==> src/setup_consts.svh <==
// Width, cacheline and FIFO sizing constants for the kernel setup stage
`ifndef SETUP_CONSTS_SVH
`define SETUP_CONSTS_SVH

// ------------------------------
// Bus widths
// ------------------------------
`define SETUP_ADDR_W 64
`define SETUP_DATA_W 64
`define SETUP_ID_W 8

// Bytes per cacheline
`define SETUP_LINE_BYTES 64

// ------------------------------
// FIFO sizing
// ------------------------------
`define SETUP_FIFO_DEPTH 4
// Cycles the FIFO stays busy after reset is released
`define SETUP_FIFO_RST_CYCLES 4

`endif

==> src/setup_pkg.sv <==
// Descriptor, memory request/response, FIFO status, engine config and FSM state types
`default_nettype none

`include "setup_consts.svh"

package setup_pkg;

    // Kernel descriptor
    typedef struct packed {
        logic [`SETUP_ADDR_W-1:0] graph_csr_struct;
    } descriptor_payload_t;

    typedef struct packed {
        logic                valid;
        descriptor_payload_t payload;
    } descriptor_t;

    // ------------------------------
    // Memory side packets
    // ------------------------------
    typedef struct packed {
        logic [`SETUP_ADDR_W-1:0] address;
        logic [`SETUP_ID_W-1:0]   cacheline_id;
    } mem_req_payload_t;

    typedef struct packed {
        logic             valid;
        mem_req_payload_t payload;
    } mem_req_t;

    typedef struct packed {
        logic [`SETUP_ID_W-1:0]   cacheline_id;
        logic [`SETUP_DATA_W-1:0] data;
    } mem_resp_payload_t;

    typedef struct packed {
        logic              valid;
        mem_resp_payload_t payload;
    } mem_resp_t;

    // Status levels of one FIFO
    typedef struct packed {
        logic full;
        logic almost_full;
        logic empty;
        logic valid;
        logic rst_busy;
    } fifo_status_t;

    // ------------------------------
    // Read engine configuration
    // ------------------------------
    // One extra bit so a full id range can be counted
    typedef logic [`SETUP_ID_W:0] line_count_t;
    // Stride in cachelines
    typedef logic [15:0] stride_t;

    typedef struct packed {
        logic [`SETUP_ADDR_W-1:0] array_pointer;
        line_count_t              count;
        stride_t                  stride;
    } read_config_payload_t;

    typedef struct packed {
        logic                 valid;
        read_config_payload_t payload;
    } read_config_t;

    typedef enum logic [2:0] {
        SETUP_RESET,
        SETUP_IDLE,
        SETUP_REQ_START,
        SETUP_REQ_BUSY,
        SETUP_REQ_DONE
    } setup_state_t;

endpackage

`default_nettype wire

==> src/setup_fifo.sv <==
// Synchronous FIFO with typed payload, first-word valid strobe, status flags and reset-busy window
`timescale 1ns/1ps
`default_nettype none

`include "setup_consts.svh"

module setup_fifo
    import setup_pkg::*;
#(
    parameter type T_PAYLOAD = mem_req_payload_t
) (
    input  wire logic     ap_clk,
    input  wire logic     setup_areset,
    input  wire T_PAYLOAD din,
    input  wire logic     wr_en,
    input  wire logic     rd_en,
    output T_PAYLOAD      dout,
    output fifo_status_t  status
);

    localparam int DEPTH  = `SETUP_FIFO_DEPTH;
    localparam int PTR_W  = $clog2(DEPTH);
    localparam int CNT_W  = $clog2(DEPTH + 1);
    localparam int BUSY_W = $clog2(`SETUP_FIFO_RST_CYCLES + 1);

    T_PAYLOAD          mem [DEPTH];
    logic [PTR_W-1:0]  wr_ptr;
    logic [PTR_W-1:0]  rd_ptr;
    logic [CNT_W-1:0]  occupancy;
    logic [BUSY_W-1:0] busy_cnt;
    logic              rst_busy;
    logic              out_valid;
    logic              full;
    logic              empty;
    logic              do_push;
    logic              do_pop;

    function automatic logic [PTR_W-1:0] next_ptr(input logic [PTR_W-1:0] ptr);
        return (ptr == PTR_W'(DEPTH - 1)) ? '0 : ptr + 1'b1;
    endfunction

    assign full    = (occupancy == CNT_W'(DEPTH));
    assign empty   = (occupancy == '0);
    // Both ports stay closed while the FIFO comes out of reset
    assign do_push = wr_en && !full && !rst_busy;
    assign do_pop  = rd_en && !empty && !rst_busy;

    // Almost full covers the last free slot and the full case
    assign status = '{full        : full,
                      almost_full : (occupancy >= CNT_W'(DEPTH - 1)),
                      empty       : empty,
                      valid       : out_valid,
                      rst_busy    : rst_busy};

    // ------------------------------
    // Pointers, count, busy window
    // ------------------------------
    always_ff @(posedge ap_clk) begin
        if (setup_areset) begin
            wr_ptr    <= '0;
            rd_ptr    <= '0;
            occupancy <= '0;
            out_valid <= 1'b0;
            busy_cnt  <= BUSY_W'(`SETUP_FIFO_RST_CYCLES);
            rst_busy  <= 1'b1;
        end else begin
            if (busy_cnt != '0) begin
                busy_cnt <= busy_cnt - 1'b1;
            end
            rst_busy <= (busy_cnt > BUSY_W'(1));
            if (do_push) begin
                wr_ptr <= next_ptr(wr_ptr);
            end
            if (do_pop) begin
                rd_ptr <= next_ptr(rd_ptr);
            end
            case ({do_push, do_pop})
                2'b10:   occupancy <= occupancy + 1'b1;
                2'b01:   occupancy <= occupancy - 1'b1;
                default: occupancy <= occupancy;
            endcase
            out_valid <= do_pop;
        end
    end

    // Storage and read port
    always_ff @(posedge ap_clk) begin
        if (do_push) begin
            mem[wr_ptr] <= din;
        end
        if (do_pop) begin
            dout <= mem[rd_ptr];
        end
    end

    // Writer has to watch the full flag
    a_no_write_full: assert property (@(posedge ap_clk) disable iff (setup_areset)
        !(wr_en && full));

    // A popped word always comes from a written slot
    a_valid_word_known: assert property (@(posedge ap_clk) disable iff (setup_areset)
        out_valid |-> !$isunknown(dout));

endmodule

`default_nettype wire

==> src/serial_read_engine.sv <==
// Serial read engine issuing one cacheline read request per cycle into the request FIFO
`timescale 1ns/1ps
`default_nettype none

`include "setup_consts.svh"

module serial_read_engine
    import setup_pkg::*;
(
    input  wire logic         ap_clk,
    input  wire logic         setup_areset,
    input  wire read_config_t read_config,
    input  wire logic         start,
    input  wire fifo_status_t fifo_status,
    output mem_req_t          req_out,
    output logic              ready,
    output logic              done,
    output logic              busy
);

    logic                     start_q;
    logic                     start_evt;
    line_count_t              index;
    line_count_t              count_q;
    logic [`SETUP_ADDR_W-1:0] next_addr;
    logic [`SETUP_ADDR_W-1:0] step_bytes;
    logic                     last_sent;
    logic                     issue;
    logic                     req_valid;
    mem_req_payload_t         req_payload;

    // A run begins on the rising edge of start
    assign start_evt = start && !start_q && read_config.valid;
    assign last_sent = (index == count_q);

    // Hold back while the FIFO has one slot or less to cover the write in flight
    assign issue = busy && !start_evt && !last_sent
                   && !fifo_status.almost_full && !fifo_status.rst_busy;

    assign req_out = '{valid: req_valid, payload: req_payload};

    // ------------------------------
    // Run control
    // ------------------------------
    always_ff @(posedge ap_clk) begin
        if (setup_areset) begin
            start_q   <= 1'b0;
            ready     <= 1'b0;
            busy      <= 1'b0;
            done      <= 1'b0;
            req_valid <= 1'b0;
            index     <= '0;
        end else begin
            start_q   <= start;
            ready     <= start_evt;
            req_valid <= issue;
            if (start_evt) begin
                busy  <= 1'b1;
                done  <= 1'b0;
                index <= '0;
            end else if (busy) begin
                if (last_sent) begin
                    // done follows the last request by a cycle
                    busy <= 1'b0;
                    done <= 1'b1;
                end else if (issue) begin
                    index <= index + 1'b1;
                end
            end
        end
    end

    // ------------------------------
    // Address generation
    // ------------------------------
    always_ff @(posedge ap_clk) begin
        if (start_evt) begin
            count_q    <= read_config.payload.count;
            next_addr  <= read_config.payload.array_pointer;
            step_bytes <= `SETUP_ADDR_W'(read_config.payload.stride)
                          * `SETUP_ADDR_W'(`SETUP_LINE_BYTES);
        end else if (issue) begin
            next_addr <= next_addr + step_bytes;
        end
    end

    // Request payload for the FIFO write port
    always_ff @(posedge ap_clk) begin
        if (issue) begin
            req_payload.address      <= next_addr;
            req_payload.cacheline_id <= index[`SETUP_ID_W-1:0];
        end
    end

    // The almost full margin keeps every write off a full FIFO
    a_no_req_into_full: assert property (@(posedge ap_clk) disable iff (setup_areset)
        req_out.valid |-> !fifo_status.full);

endmodule

`default_nettype wire

==> src/kernel_setup.sv <==
// Kernel setup top level with input registers, setup FSM, read engine and request/response FIFOs
`timescale 1ns/1ps
`default_nettype none

`include "setup_consts.svh"

module kernel_setup
    import setup_pkg::*;
#(
    parameter int NUM_SETUP_CACHELINE = 2
) (
    input  wire logic        ap_clk,
    input  wire logic        setup_areset,
    input  wire descriptor_t descriptor,
    input  wire mem_resp_t   mem_resp,
    input  wire logic        req_pop,
    input  wire logic        resp_pop,
    output mem_req_t         mem_req,
    output mem_resp_t        resp_out,
    output fifo_status_t     req_fifo_status,
    output fifo_status_t     resp_fifo_status,
    output logic             fifo_setup_signal,
    output logic             setup_done
);

    // Local copies of the reset
    logic ctrl_areset;
    logic engine_areset;
    logic fifo_areset;

    // Registered inputs
    logic                desc_valid_q;
    descriptor_payload_t desc_payload_q;
    logic                resp_valid_q;
    mem_resp_payload_t   resp_payload_q;
    logic                req_pop_q;
    logic                resp_pop_q;

    // FSM and engine side
    setup_state_t             state;
    setup_state_t             next_state;
    logic [`SETUP_ADDR_W-1:0] graph_base;
    read_config_t             read_config;
    logic                     engine_start;
    logic                     engine_ready;
    logic                     engine_done;
    logic                     engine_busy;
    mem_req_t                 engine_req;
    logic                     setup_complete;

    // FIFO read side and output registers
    mem_req_payload_t  req_dout;
    mem_resp_payload_t resp_dout;
    logic              req_out_valid;
    mem_req_payload_t  req_out_payload;
    logic              resp_out_valid;
    mem_resp_payload_t resp_out_payload;

    // ------------------------------
    // Reset fan-out
    // ------------------------------
    always_ff @(posedge ap_clk) begin
        ctrl_areset   <= setup_areset;
        engine_areset <= setup_areset;
        fifo_areset   <= setup_areset;
    end

    // ------------------------------
    // Input registers
    // ------------------------------
    always_ff @(posedge ap_clk) begin
        if (ctrl_areset) begin
            desc_valid_q <= 1'b0;
            resp_valid_q <= 1'b0;
            req_pop_q    <= 1'b0;
            resp_pop_q   <= 1'b0;
        end else begin
            desc_valid_q <= descriptor.valid;
            resp_valid_q <= mem_resp.valid;
            req_pop_q    <= req_pop;
            resp_pop_q   <= resp_pop;
        end
    end

    always_ff @(posedge ap_clk) begin
        desc_payload_q <= descriptor.payload;
        resp_payload_q <= mem_resp.payload;
    end

    // ------------------------------
    // Setup FSM
    // ------------------------------
    always_ff @(posedge ap_clk) begin
        if (ctrl_areset) begin
            state <= SETUP_RESET;
        end else begin
            state <= next_state;
        end
    end

    // Requests all issued and drained from the request FIFO
    assign setup_complete = engine_done && req_fifo_status.empty;

    always_comb begin
        next_state = state;
        case (state)
            SETUP_RESET: begin
                next_state = SETUP_IDLE;
            end
            SETUP_IDLE: begin
                if (desc_valid_q) begin
                    next_state = SETUP_REQ_START;
                end
            end
            SETUP_REQ_START: begin
                if (engine_ready || engine_done) begin
                    next_state = SETUP_REQ_BUSY;
                end
            end
            SETUP_REQ_BUSY: begin
                if (setup_complete) begin
                    next_state = SETUP_REQ_DONE;
                end
            end
            // Stays here until reset so later descriptors are ignored
            SETUP_REQ_DONE: begin
                next_state = SETUP_REQ_DONE;
            end
            default: begin
                next_state = SETUP_RESET;
            end
        endcase
    end

    // Base address of the setup region
    always_ff @(posedge ap_clk) begin
        if (state == SETUP_IDLE && desc_valid_q) begin
            graph_base <= desc_payload_q.graph_csr_struct;
        end
    end

    always_ff @(posedge ap_clk) begin
        if (ctrl_areset) begin
            setup_done        <= 1'b0;
            fifo_setup_signal <= 1'b1;
        end else begin
            setup_done        <= (state == SETUP_REQ_DONE);
            fifo_setup_signal <= engine_busy || req_fifo_status.rst_busy
                                 || resp_fifo_status.rst_busy;
        end
    end

    // ------------------------------
    // Read engine
    // ------------------------------
    assign engine_start = (state == SETUP_REQ_START);

    // Contiguous lines from the descriptor base
    assign read_config = '{valid   : engine_start,
                           payload : '{array_pointer : graph_base,
                                       count         : line_count_t'(NUM_SETUP_CACHELINE),
                                       stride        : stride_t'(1)}};

    serial_read_engine u_engine (
        .ap_clk       (ap_clk),
        .setup_areset (engine_areset),
        .read_config  (read_config),
        .start        (engine_start),
        .fifo_status  (req_fifo_status),
        .req_out      (engine_req),
        .ready        (engine_ready),
        .done         (engine_done),
        .busy         (engine_busy)
    );

    // ------------------------------
    // Request and response FIFOs
    // ------------------------------
    setup_fifo #(
        .T_PAYLOAD (mem_req_payload_t)
    ) u_req_fifo (
        .ap_clk       (ap_clk),
        .setup_areset (fifo_areset),
        .din          (engine_req.payload),
        .wr_en        (engine_req.valid),
        .rd_en        (req_pop_q),
        .dout         (req_dout),
        .status       (req_fifo_status)
    );

    setup_fifo #(
        .T_PAYLOAD (mem_resp_payload_t)
    ) u_resp_fifo (
        .ap_clk       (ap_clk),
        .setup_areset (fifo_areset),
        .din          (resp_payload_q),
        .wr_en        (resp_valid_q),
        .rd_en        (resp_pop_q),
        .dout         (resp_dout),
        .status       (resp_fifo_status)
    );

    // Output registers capture the payload only with a valid word
    always_ff @(posedge ap_clk) begin
        if (ctrl_areset) begin
            req_out_valid  <= 1'b0;
            resp_out_valid <= 1'b0;
        end else begin
            req_out_valid  <= req_fifo_status.valid;
            resp_out_valid <= resp_fifo_status.valid;
        end
    end

    always_ff @(posedge ap_clk) begin
        if (req_fifo_status.valid) begin
            req_out_payload <= req_dout;
        end
        if (resp_fifo_status.valid) begin
            resp_out_payload <= resp_dout;
        end
    end

    assign mem_req  = '{valid: req_out_valid, payload: req_out_payload};
    assign resp_out = '{valid: resp_out_valid, payload: resp_out_payload};

endmodule

`default_nettype wire

==> config.mk <==
export PLATFORM = sky130hd
export DESIGN_NAME = kernel_setup
export DESIGN_NICKNAME = d
export VERILOG_FILES = /design/src/setup_pkg.sv /design/src/setup_fifo.sv /design/src/serial_read_engine.sv /design/src/kernel_setup.sv
export VERILOG_INCLUDE_DIRS = /design/src /design/src/src
export SDC_FILE = /design/constraint.sdc
export NUM_CORES = 1
export LEC_CHECK = 0
export BUFFER_PORTS_ARGS = -buffer_cell sky130_fd_sc_hd__buf_2
export CORE_UTILIZATION = 60
export CTS_CLUSTER_SIZE = 10
export DETAILED_ROUTE_END_ITERATION = 16
export GPL_ROUTABILITY_DRIVEN = 0
export HOLD_SLACK_MARGIN = 0.15
export MAX_ROUTING_LAYER = met4
export PLACE_DENSITY = 0.85
export SYNTH_ARGS = -nofsm -noshare
export SYNTH_HDL_FRONTEND = slang
export SYNTH_HIERARCHICAL = 1
export SYNTH_SLANG_ARGS = --single-unit
==> constraint.sdc <==
create_clock -name ap_clk -period 6.91 [get_ports ap_clk]
set_clock_uncertainty 0.05 [all_clocks]
set_input_delay 1.382 -clock ap_clk [delete_from_list [all_inputs] [get_ports ap_clk]]
set_output_delay 1.382 -clock ap_clk [all_outputs]
set_load 0.01 [all_outputs]
# Word-level counts from Yosys, hierarchy flattened
# Memory sizes are Yosys's and may differ from the RTL's. A register that Yosys moved wholly into a read port is not among the register bits.
# Index checks and enable logic that the tools add are counted.
# word_totals
elab_cells,136
ramBits,576
memories,2
output_inout_bits,158
in_bits,142
latch_bits,0
reg_bits,530
mem_bits_ro,0
# op_classes
bitwise,1
shifts,0
magnitude_cmp,4
multipliers,0
div,0
addsub,12
n_mux,19
eq_ne,18
n_reduce_logical,41
# memory_table
memory,depth,width,rd,rd_ports_with_merged_regs,wr,line,rtl
u_req_fifo.mem,4,72,1,1,1,setup_fifo.sv:26,T_PAYLOAD mem [DEPTH];
u_resp_fifo.mem,4,72,1,1,1,setup_fifo.sv:26,
# ops
cell,n
$mux 64,2
$add 64x7->64 const B,1
$logic_and 1x1->1,16
$pmux 3 s5,1
$eq 2x2->1 const B,6
$pmux 3 s2,2
$sub 3x1->3 const B,4
$logic_not 1->1,10
$add 9x1->9 const B,1
$eq 3x3->1 const B,3
$eq 9x2->1 const B,1
$logic_not 3->1,3
$mux 3,3
$add 2x1->2 const B,4
$mux 2,4
$mux 1,7
$add 3x1->3 const B,2
$eq 3x2->1 const B,2
$ge 3x2->1 const B,2
$gt 3x1->1 const B,2
$ne 2x2->1 const B,3
$reduce_and 3->1,2
$reduce_bool 2->1,3
$reduce_bool 3->1,2
other kinds (6),9

# Logic depth before layout (Yosys ltp)
# Gate-level depths: netlist of the first run.
# depth
ltp_word,10
depth_mapped,11
ltp_nobuf,9

# Modules after synthesis
# The synthesis of the first run kept the hierarchy.
# by_module_without_submodules
mod,n_inst,area_per_inst_um2,seq_area_each_um2,cells_per_inst
setup_fifo,2,13294.0,11050.6,525
kernel_setup,1,9377.7,9208.8,385
serial_read_engine,1,8077.7,5114.9,644

# Worst setup path before layout of the first run
# No wires, ideal clock.
# synth_path
path_kind,flip-flop to flip-flop
start,register state[1]
end,register u_engine.next_addr[10] (enable)
slack_ns,0.850
stages_incl_launch_ff,8
arrival_time_ns,5.456
n_path_buf,1
cell_sequence,dfxtp_1 -> nor3b_1 -> nand2_1 -> or2_2 -> clkbuf_1 -> clkinv_1 -> or3_1 -> o21ai_0
# synth_via
elab_chain_len,9
# synth_rtl
item,line,rtl
"start, declared",kernel_setup.sv:40,setup_state_t state;
"start signal, assigned",kernel_setup.sv:97,state <= next_state;
$eq 3x2->1 *,kernel_setup.sv:156,assign engine_start = (state == SETUP_REQ_START);
net engine_start,kernel_setup.sv:44,logic engine_start;
$logic_and 1x1->1,serial_read_engine.sv:33,assign start_evt = start && !start_q && read_config.valid;
$logic_and 1x1->1 *,serial_read_engine.sv:33,
$logic_not 1->1,serial_read_engine.sv:37,assign issue = busy && !start_evt && !last_sent
$logic_and 1x1->1 (2 in series),serial_read_engine.sv:37,
$logic_and 1x1->1 (2 in series),serial_read_engine.sv:38,&& !fifo_status.almost_full && !fifo_status.rst_busy;
$reduce_bool 2->1 (no source line) *,--,
"end signal, assigned",serial_read_engine.sv:79,next_addr <= read_config.payload.array_pointer;
"end signal, assigned",serial_read_engine.sv:83,next_addr <= next_addr + step_bytes;
"end, declared",serial_read_engine.sv:25,logic [`SETUP_ADDR_W-1:0] next_addr;
# Mark *: on every way through the listed nets, which the timed path passes. The rest lies on a longest branch.
# A chain may end at the register's enable or synchronous reset.

# Worst setup path after layout of the first run
# layout_path
start,register state[1]
end,register u_engine.index[5]
# layout_via
elab_chain_len,9
# layout_rtl
item,line,rtl
$eq 3x2->1 *,kernel_setup.sv:156,
net engine_start,kernel_setup.sv:44,
$logic_and 1x1->1,serial_read_engine.sv:33,
$logic_and 1x1->1 *,serial_read_engine.sv:33,
$logic_not 1->1,serial_read_engine.sv:37,
$logic_and 1x1->1 (2 in series),serial_read_engine.sv:37,
$logic_and 1x1->1 (2 in series),serial_read_engine.sv:38,
$reduce_and 3->1 (no source line),--,
"end signal, assigned",serial_read_engine.sv:67,index <= index + 1'b1;
"end, declared",serial_read_engine.sv:23,line_count_t index;
# Marked as above.

==> PnR_summary.wiki, run 1 <==
{| class="wikitable"
! Metric !! Value
|-
| Setup crit end kind || flip-flop
|-
| Resized cells post-CTS || 0
|-
| Cell Area, Placed || 46580 um^2
|-
| Starting density of the core || 61.09%
|-
| Remaining routing DRC violations || 0
|-
| Vias post-DR || 21790
|-
| Iteration count of the initial detailed-routing pass || 9
|-
| Number of vias per cell after detailed routing || 6.067
|-
| Worst-case clock buffer depth || 3
|-
| Fraction of power consumed by combinational cells || 1.2%
|-
| P_int || 12.55 mW
|-
| Placeable core region || 72100 um^2
|-
| Max stage delay on crit path || 0.98 ns
|-
| Fin. Hold Viols || 0
|-
| Top FF cell, synth || edfxtp_1
|-
| Type of element launching the critical path || flip-flop
|-
| Yosys top cell by area || edfxtp_1
|-
| First-pass GRT wire length || 144700 um
|-
| Count of flip-flops with a built-in enable after synthesis || 1089
|-
| IO buf count || 299
|-
| Switching share of power || 21.04%
|-
| Top library cells by usage in the layout, fill and taps aside || edfxtp_1, buf_2, dfxtp_1
|-
| Worst Setup Path Type || reg -> reg
|-
| Layout overhead on the synthesized area || 16.04%
|-
| Status || finished clean
|-
| Total Die Area || 74490 um^2
|-
| Post-Synthesis Cells || 2079
|-
| Cells taking the most area after synthesis || edfxtp_1, dfxtp_1, mux4_2, ha_1, xor2_1
|-
| Ports || 300
|-
| Average footprint of a synthesized cell || 21.18 um^2
|-
| Clock Root Buffer || clkbuf_16
|-
| Clock latency at the later pin of the worst-skew pair || 0.75 ns
|-
| Proportion of synthesized flip-flops having asynchronous set or reset || 0%
|-
| Clock edge transition at the registers on the reported setup and hold paths || 0.05 ns
|-
| Total global routing track utilization || 27.61%
|-
| # Max-Cap Violations || 0
|-
| Cells traversed along the worst timing path || nor3b_1 > nand2_1 > or2_2 > clkinv_2 > nor3_1 > and3_4 > nand4_1 > xor2_1 > nor2_1
|-
| Arrival time of data at the critical path endpoint || 4.40 ns
|-
| Warning count from the yosys run || 6
|-
| Post-synth top area share || 74.25%
|-
| Most common cell after layout, fill and taps aside || edfxtp_1
|-
| GRT Residual Overflow || 0
|-
| Vertical die dimension || 272.9 um
|-
| Number of buffers added for setup after CTS || 0
|-
| Total standard cell area after synthesis || 44040 um^2
|-
| Sequential group share of total power || 53.3%
|-
| Post-detailed-route wirelength per cell || 27.26 um
|-
| Fin crit share || 55.98%
|-
| Maximum fanout along the worst path || 81
|-
| Antenna violations before repair || 16
|-
| Iter 0 DRT Violations || 3298
|-
| Rel. slew slack || 20.74%
|-
| Post-route minimum period || 3.869 ns
|-
| Switch Pwr || 3.344 mW
|-
| Share of post-route cells with drive strength above 1 || 25.94%
|-
| Class of the tightest hold or removal check || reg -> reg
|-
| Required time of the critical path || 7.45 ns
|-
| Cell variety after synth || 69
|-
| Fmax || 0.2585 GHz
|-
| Total Routed Length || 97870 um
|-
| Maximum resistive drop on vdd || 0.3458 mV
|-
| CTS Hold Bufs || 0
|-
| Placement row count || 98
|-
| Critical Path Slowest Stage Cell || and3_4
|-
| Total setup violations reported at the end of the flow || 0
|-
| Number of pins exceeding their max-slew limit in the final report || 0
|-
| Worst slew pin tran || 1.189 ns
|-
| Leakage power figure || 16.96 nW
|-
| Finished layout cell area || 51110 um^2
|-
| Clk pwr share || 45.5%
|-
| Via count of the first global-routing pass || 22690
|-
| TritonCTS Sinks || 1275
|-
| Pin count of the biggest net entering global routing || 100
|-
| Unrepaired setup endpoints after global routing || no
|-
| Hold Slack || 0.3492 ns
|-
| Total negative slack for setup checks || 0 ns
|-
| Post-DP HPWL || 51900 um
|-
| Horizontal die dimension || 272.9 um
|-
| Power density over the cells || 311.0 nW/um^2
|-
| Number of antenna-violating nets in the routed design || 0
|-
| Post-synthesis sequential area ratio || 82.70%
|-
| Clock buffers created by TritonCTS || 147
|-
| Maximum level of the CTS H-tree || 4
|-
| CTS tree || done
|-
| Layout net count || 2683
|-
| Post-synthesis sequential element count || 1275
|}
==> per-layer routing <==
metal	GRT usage, %	part of all wire (%)	vias up
met5	-	0	-
met4	9.865	3.3	0
met3	7.135	10	270
met2	45.22	51	1432
met1	33.39	35	11010
li1	-	-	9071
==> power groups by stage <==
| stage | sequential [mW] | combinational (mW) | clock (mW) |
|---|---|---|---|
| after global routing | 8.47 | 0.216 | 7.63 |
| after floorplan | 8.58 | 0.116 | 0 |
| after CTS | 8.47 | 0.196 | 7.34 |
| final | 8.47 | 0.196 | 7.23 |
| after global placement | 8.61 | 0.168 | 0 |
| after detailed placement | 8.62 | 0.189 | 0 |
==> sequential cells by signal, summed over array words and instances (netlist names), 3 cells and up <==
| register | flops |
|---|---|
| u_engine/next_addr | 64 |
| graph_base | 64 |
| mem_req | 72 |
| u_engine/index | 9 |
| u_engine/req_out | 72 |
| u_req_fifo/dout | 72 |
| u_resp_fifo/occupancy | 3 |
| u_engine/count_q | 9 |
| u_resp_fifo/busy_cnt | 3 |
| u_engine/step_bytes | 16 |
| u_resp_fifo/mem | 288 |
| u_resp_fifo/dout | 72 |
| u_req_fifo/busy_cnt | 3 |
| u_req_fifo/occupancy | 3 |
| resp_payload_q | 72 |
| state | 3 |
| u_req_fifo/mem | 288 |
| resp_out | 72 |
| desc_payload_q | 64 |
==> worst paths after layout <==
path | cells past startpoint | slack, ns | from | endpoint
setup / recovery | 9 | 3.04 | state[1] | u_engine/index[5]
setup reg to reg | 9 | 3.04 | state[1] | u_engine/index[5]
hold / removal | 0 | 0.35 | desc_payload_q[6] | graph_base[6]
hold reg to reg | 0 | 0.35 | desc_payload_q[6] | graph_base[6]
==> cell usage after synthesis (22+ instances only) <==
library cell     n
o21ai_1         24
inv_1           24
ha_1            35
o21ai_0         26
nand2_1         74
xor2_1          38
dfxtp_1        186
nor2_1          70
a21oi_1         49
xnor2_1         35
edfxtp_1      1089
nand4_1         22
mux4_2         144
==> through the flow <==
stage	utilization [%]	worst slack, ns	instances	power (mW)
2_1_floorplan	-	0.8504	2102	8.699
6_report	70.89	3.041	3591	15.89
4_1_cts	70.83	2.995	3575	16.00
3_5_place_dp	64.61	3.141	3304	8.809
5_1_grt	70.88	2.737	3589	16.32
3_3_place_gp	64.61	3.247	3304	8.776
==> critical path, delay by kind of cell (launching register included) <==
| kind | cells | cell delay, ns |
|---|---|---|
| buf+inv | 1 | 0.45 |
| simple gates | 7 | 2.60 |
| xor+xnor | 1 | 0.22 |
| flops | 1 | 0.36 |
==> logic make-up after synthesis <==
logic type	count (synthesis)	synth area share [%]
adders and majority gates	38	1.131
muxes	153	7.596
DFF	1275	82.70
AOI/OAI and AO/OA	148	2.170
and+or+nand+nor	300	3.758
buffers and inverters	90	1.173
other	2	0.01705
xor gates and xnor gates	73	1.452
==> layout make-up <==
| class | instances | area, um^2 |
|---|---|---|
| flip-flops and latches | 1275 | 36450 |
| fillers | 3930 | 20990 |
| multi-input cells | 737 | 7222 |
| clock buffers | 252 | 4083 |
| repair buffers | 317 | 1632 |
| well taps | 950 | 1189 |
| clock inverters | 19 | 401.6 |
| inverters | 25 | 95.09 |
| diodes | 16 | 40.04 |
Note: power is estimated with default switching activity, not from simulation.
==> run 2: changes to the inputs <==
==> constraint.sdc (replaced) <==
create_clock -name ap_clk -period 3.87 [get_ports ap_clk]
set_clock_uncertainty 0.05 [all_clocks]
set_input_delay 0.774 -clock ap_clk [delete_from_list [all_inputs] [get_ports ap_clk]]
set_output_delay 0.774 -clock ap_clk [all_outputs]
set_load 0.01 [all_outputs]
==> run 2 against run 1 <==
Against the previous run:
- non-clock buffer count is 142 higher
- hold slack lost 0.099 ns
- flip-flop and latch count unchanged
- count of clock-buffer cells in the layout is 1 lower
- maximum frequency is 20% higher
- critical path type unchanged
- combinational power rose to 2.5 times the previous value
- core utilization is 1.9 points higher
- total power is 79% higher
==> PnR_summary.wiki, run 2 (synthesis results as in run 1) <==
{| class="wikitable"
! Metric !! Value
|-
| Status || finished clean
|-
| Setup crit end kind || flip-flop
|-
| Iter 0 DRT Violations || 3152 (-4.4%)
|-
| Remaining routing DRC violations || 0 (unchanged)
|-
| Resized cells post-CTS || 0 (unchanged)
|-
| Post-DP HPWL || 51730 um (-0.32%)
|-
| Class of the tightest hold or removal check || in -> reg
|-
| Setup slack on the worst flop-to-flop path || 0.65 ns (-2.39 ns)
|-
| Leakage power figure || 17.52 nW (+3.3%)
|-
| Cell depth of the worst min-delay path || 2 (+2)
|-
| Share of post-route cells with drive strength above 1 || 24.99% (-0.95 points)
|-
| Post-route minimum period || 3.223 ns (-0.6456 ns)
|-
| Top library cells by usage in the layout, fill and taps aside || edfxtp_1, buf_2, dfxtp_1
|-
| Final core area utilization || 72.80% (+1.9 points)
|-
| Cell Area, Placed || 46720 um^2 (+0.30%)
|-
| Clock Root Buffer || clkbuf_16
|-
| Total global routing track utilization || 29.86% (+2.3 points)
|-
| # Max-Cap Violations || 0 (unchanged)
|-
| Number of buffers and inverters on the critical path || 0 (-1)
|-
| Antenna violations before repair || 8 (-8)
|-
| Via count of the first global-routing pass || 23840 (+5.1%)
|-
| Worst reg2reg endpoint || u_engine/next_addr[39]
|-
| Number of pins exceeding their max-slew limit in the final report || 0 (unchanged)
|-
| Horizontal die dimension || 272.9 um (unchanged)
|-
| CTS tree || done
|-
| Layout Cells excl Fill || 3724 (+3.7%)
|-
| Total Die Area || 74490 um^2 (unchanged)
|-
| Startpoint of the worst setup timing path || u_engine/next_addr[12]
|-
| Fin. Hold Viols || 0 (unchanged)
|-
| Largest registers || u_req_fifo/mem: 288 flops, u_resp_fifo/mem: 288 flops
|-
| Pre-CTS setup slack || 0.8280 ns (-2.313 ns)
|-
| Total power consumption of the routed design || 28.44 mW (+79%)
|-
| Total Routed Length || 105900 um (+8.2%)
|-
| End point of the critical path || u_engine/next_addr[39]
|-
| Type of element launching the critical path || flip-flop
|-
| Placeable core region || 72100 um^2 (unchanged)
|-
| Fin crit share || 83.28% (+27 points)
|-
| Iteration count of the initial detailed-routing pass || 10 (+1)
|-
| Max stage delay on crit path || 0.56 ns (-0.42 ns)
|-
| Least setup slack across all paths after layout || 0.6471 ns (-2.394 ns)
|-
| Layout net count || 2824 (+5.3%)
|-
| Total setup violations reported at the end of the flow || 0 (unchanged)
|-
| Vertical die dimension || 272.9 um (unchanged)
|-
| Worst-case clock buffer depth || 3 (unchanged)
|-
| Placement row count || 98 (unchanged)
|-
| Starting density of the core || 61.09% (unchanged)
|-
| Crit-path leading delay family || compound AO/OA/AOI/OAI gates
|-
| Pin count of the biggest net entering global routing || 109 (+9.0%)
|-
| GRT Residual Overflow || 0 (unchanged)
|-
| IO buf count || 299 (unchanged)
|-
| Unrepaired setup endpoints after global routing || no
|-
| Clock latency at the later pin of the worst-skew pair || 0.74 ns (about the same)
|-
| Layout overhead on the synthesized area || 19.17%
|-
| Cell count along the critical path || 8 (-1)
|-
| Required time of the critical path || 4.24 ns (-3.21 ns)
|-
| Hold Slack || 0.2497 ns (-0.09944 ns)
|-
| DP Cell Count || 3309 (+0.15%)
|-
| Clock buffers created by TritonCTS || 146 (-0.68%)
|-
| Maximum level of the CTS H-tree || 4 (unchanged)
|-
| Ports || 300 (unchanged)
|-
| Maximum fanout along the worst path || 8 (-90%)
|-
| Power density over the cells || 541.8 nW/um^2 (+74%)
|-
| Fmax || 0.3103 GHz (+20%)
|-
| TritonCTS Sinks || 1275 (unchanged)
|-
| Critical Path Slowest Stage Cell || o31ai_4
|-
| Cells traversed along the worst timing path || ha_1 > a21oi_1 > o21ai_0 > nor3b_2 > o31ai_4 > a211oi_1 > xnor2_1 > o21ai_1
|-
| Arrival time of data at the critical path endpoint || 3.59 ns (-0.81 ns)
|-
| Rel. slew slack || 11.14% (-9.6 points)
|-
| Number of antenna-violating nets in the routed design || 0 (unchanged)
|-
| Total negative slack for setup checks || 0 ns (unchanged)
|-
| Worst r2r src || u_engine/next_addr[12]
|-
| Number of vias per cell after detailed routing || 6.087 (+0.34%)
|-
| Finished layout cell area || 52490 um^2 (+2.7%)
|-
| Vias post-DR || 22670 (+4.1%)
|-
| Count of fill cells added during filler insertion || 3727 (-5.2%)
|-
| Maximum resistive drop on vdd || 0.5461 mV (+58%)
|-
| Clock edge transition at the registers on the reported setup and hold paths || 0.06 ns (about the same)
|-
| Worst reg2reg path depth || 8 (-1)
|-
| Most common cell after layout, fill and taps aside || edfxtp_1
|-
| Worst slew pin tran || 1.328 ns (+0.1390 ns)
|-
| Post-detailed-route wirelength per cell || 28.43 um (+4.3%)
|-
| Worst Setup Path Type || reg -> reg
|-
| First-pass GRT wire length || 155000 um (+7.1%)
|}
## run 2: cell count changes in the layout (fill, tap and decap cells not counted), sizes merged
cell | before | now
dlygate4sd3 | 0 | 137
diode | 16 | 9
buf | 317 | 322
clkinv | 14 | 11
inv | 30 | 32
clkbuf | 252 | 251
## run 2: what timing repair did
item / CTS / global route
buffers inserted: 0 / 0
hold buffers: 137 / 0
hold endpoints to repair: 137 / 0
## run 2: cell type report
class                   count  area [um^2]  share of cell area (%)
flip-flops and latches   1275        36470                   69.48
well taps                 950         1189                   2.265
multi-input cells         737         7243                   13.80
clock inverters            18        320.3                  0.6103
repair buffers            459         3103                   5.912
diodes                      9        22.52                 0.04291
inverters                  25        95.09                  0.1812
clock buffers             251         4048                   7.712
## run 2: worst min-delay path by stage
| stage | slack, ns | end | start |
|---|---|---|---|
| finish | 0.25 | resp_valid_q | mem_resp[72] |
| global route | 0.23 | resp_pop_q | resp_pop |
| CTS | 0.20 | resp_valid_q | mem_resp[72] |
| detailed placement | 0.34 | graph_base[9] | desc_payload_q[9] |
| global placement | 0.34 | graph_base[3] | desc_payload_q[3] |
| floorplan | 0.34 | graph_base[0] | desc_payload_q[0] |
## run 2: metal layers
metal	vias up	wire length (um)	track usage (%)	share of wire, %
li1	9357	-	-	-
met1	11390	36750	35.22	35
met2	1599	55260	50.17	52
met3	319	9908	7.012	9.4
met4	0	3945	11.10	3.7
met5	-	0	-	0
## run 2: where the power goes
| group | internal, mW | leakage [nW] | switching (mW) | total (mW) |
|---|---|---|---|---|
| Clock | 7.19 | 2.06 | 5.64 | 12.8 |
| Sequential | 15.0 | 11.4 | 0.157 | 15.1 |
| Combinational | 0.254 | 4.10 | 0.237 | 0.491 |
| Total | 22.4 | 17.5 | 6.04 | 28.4 |
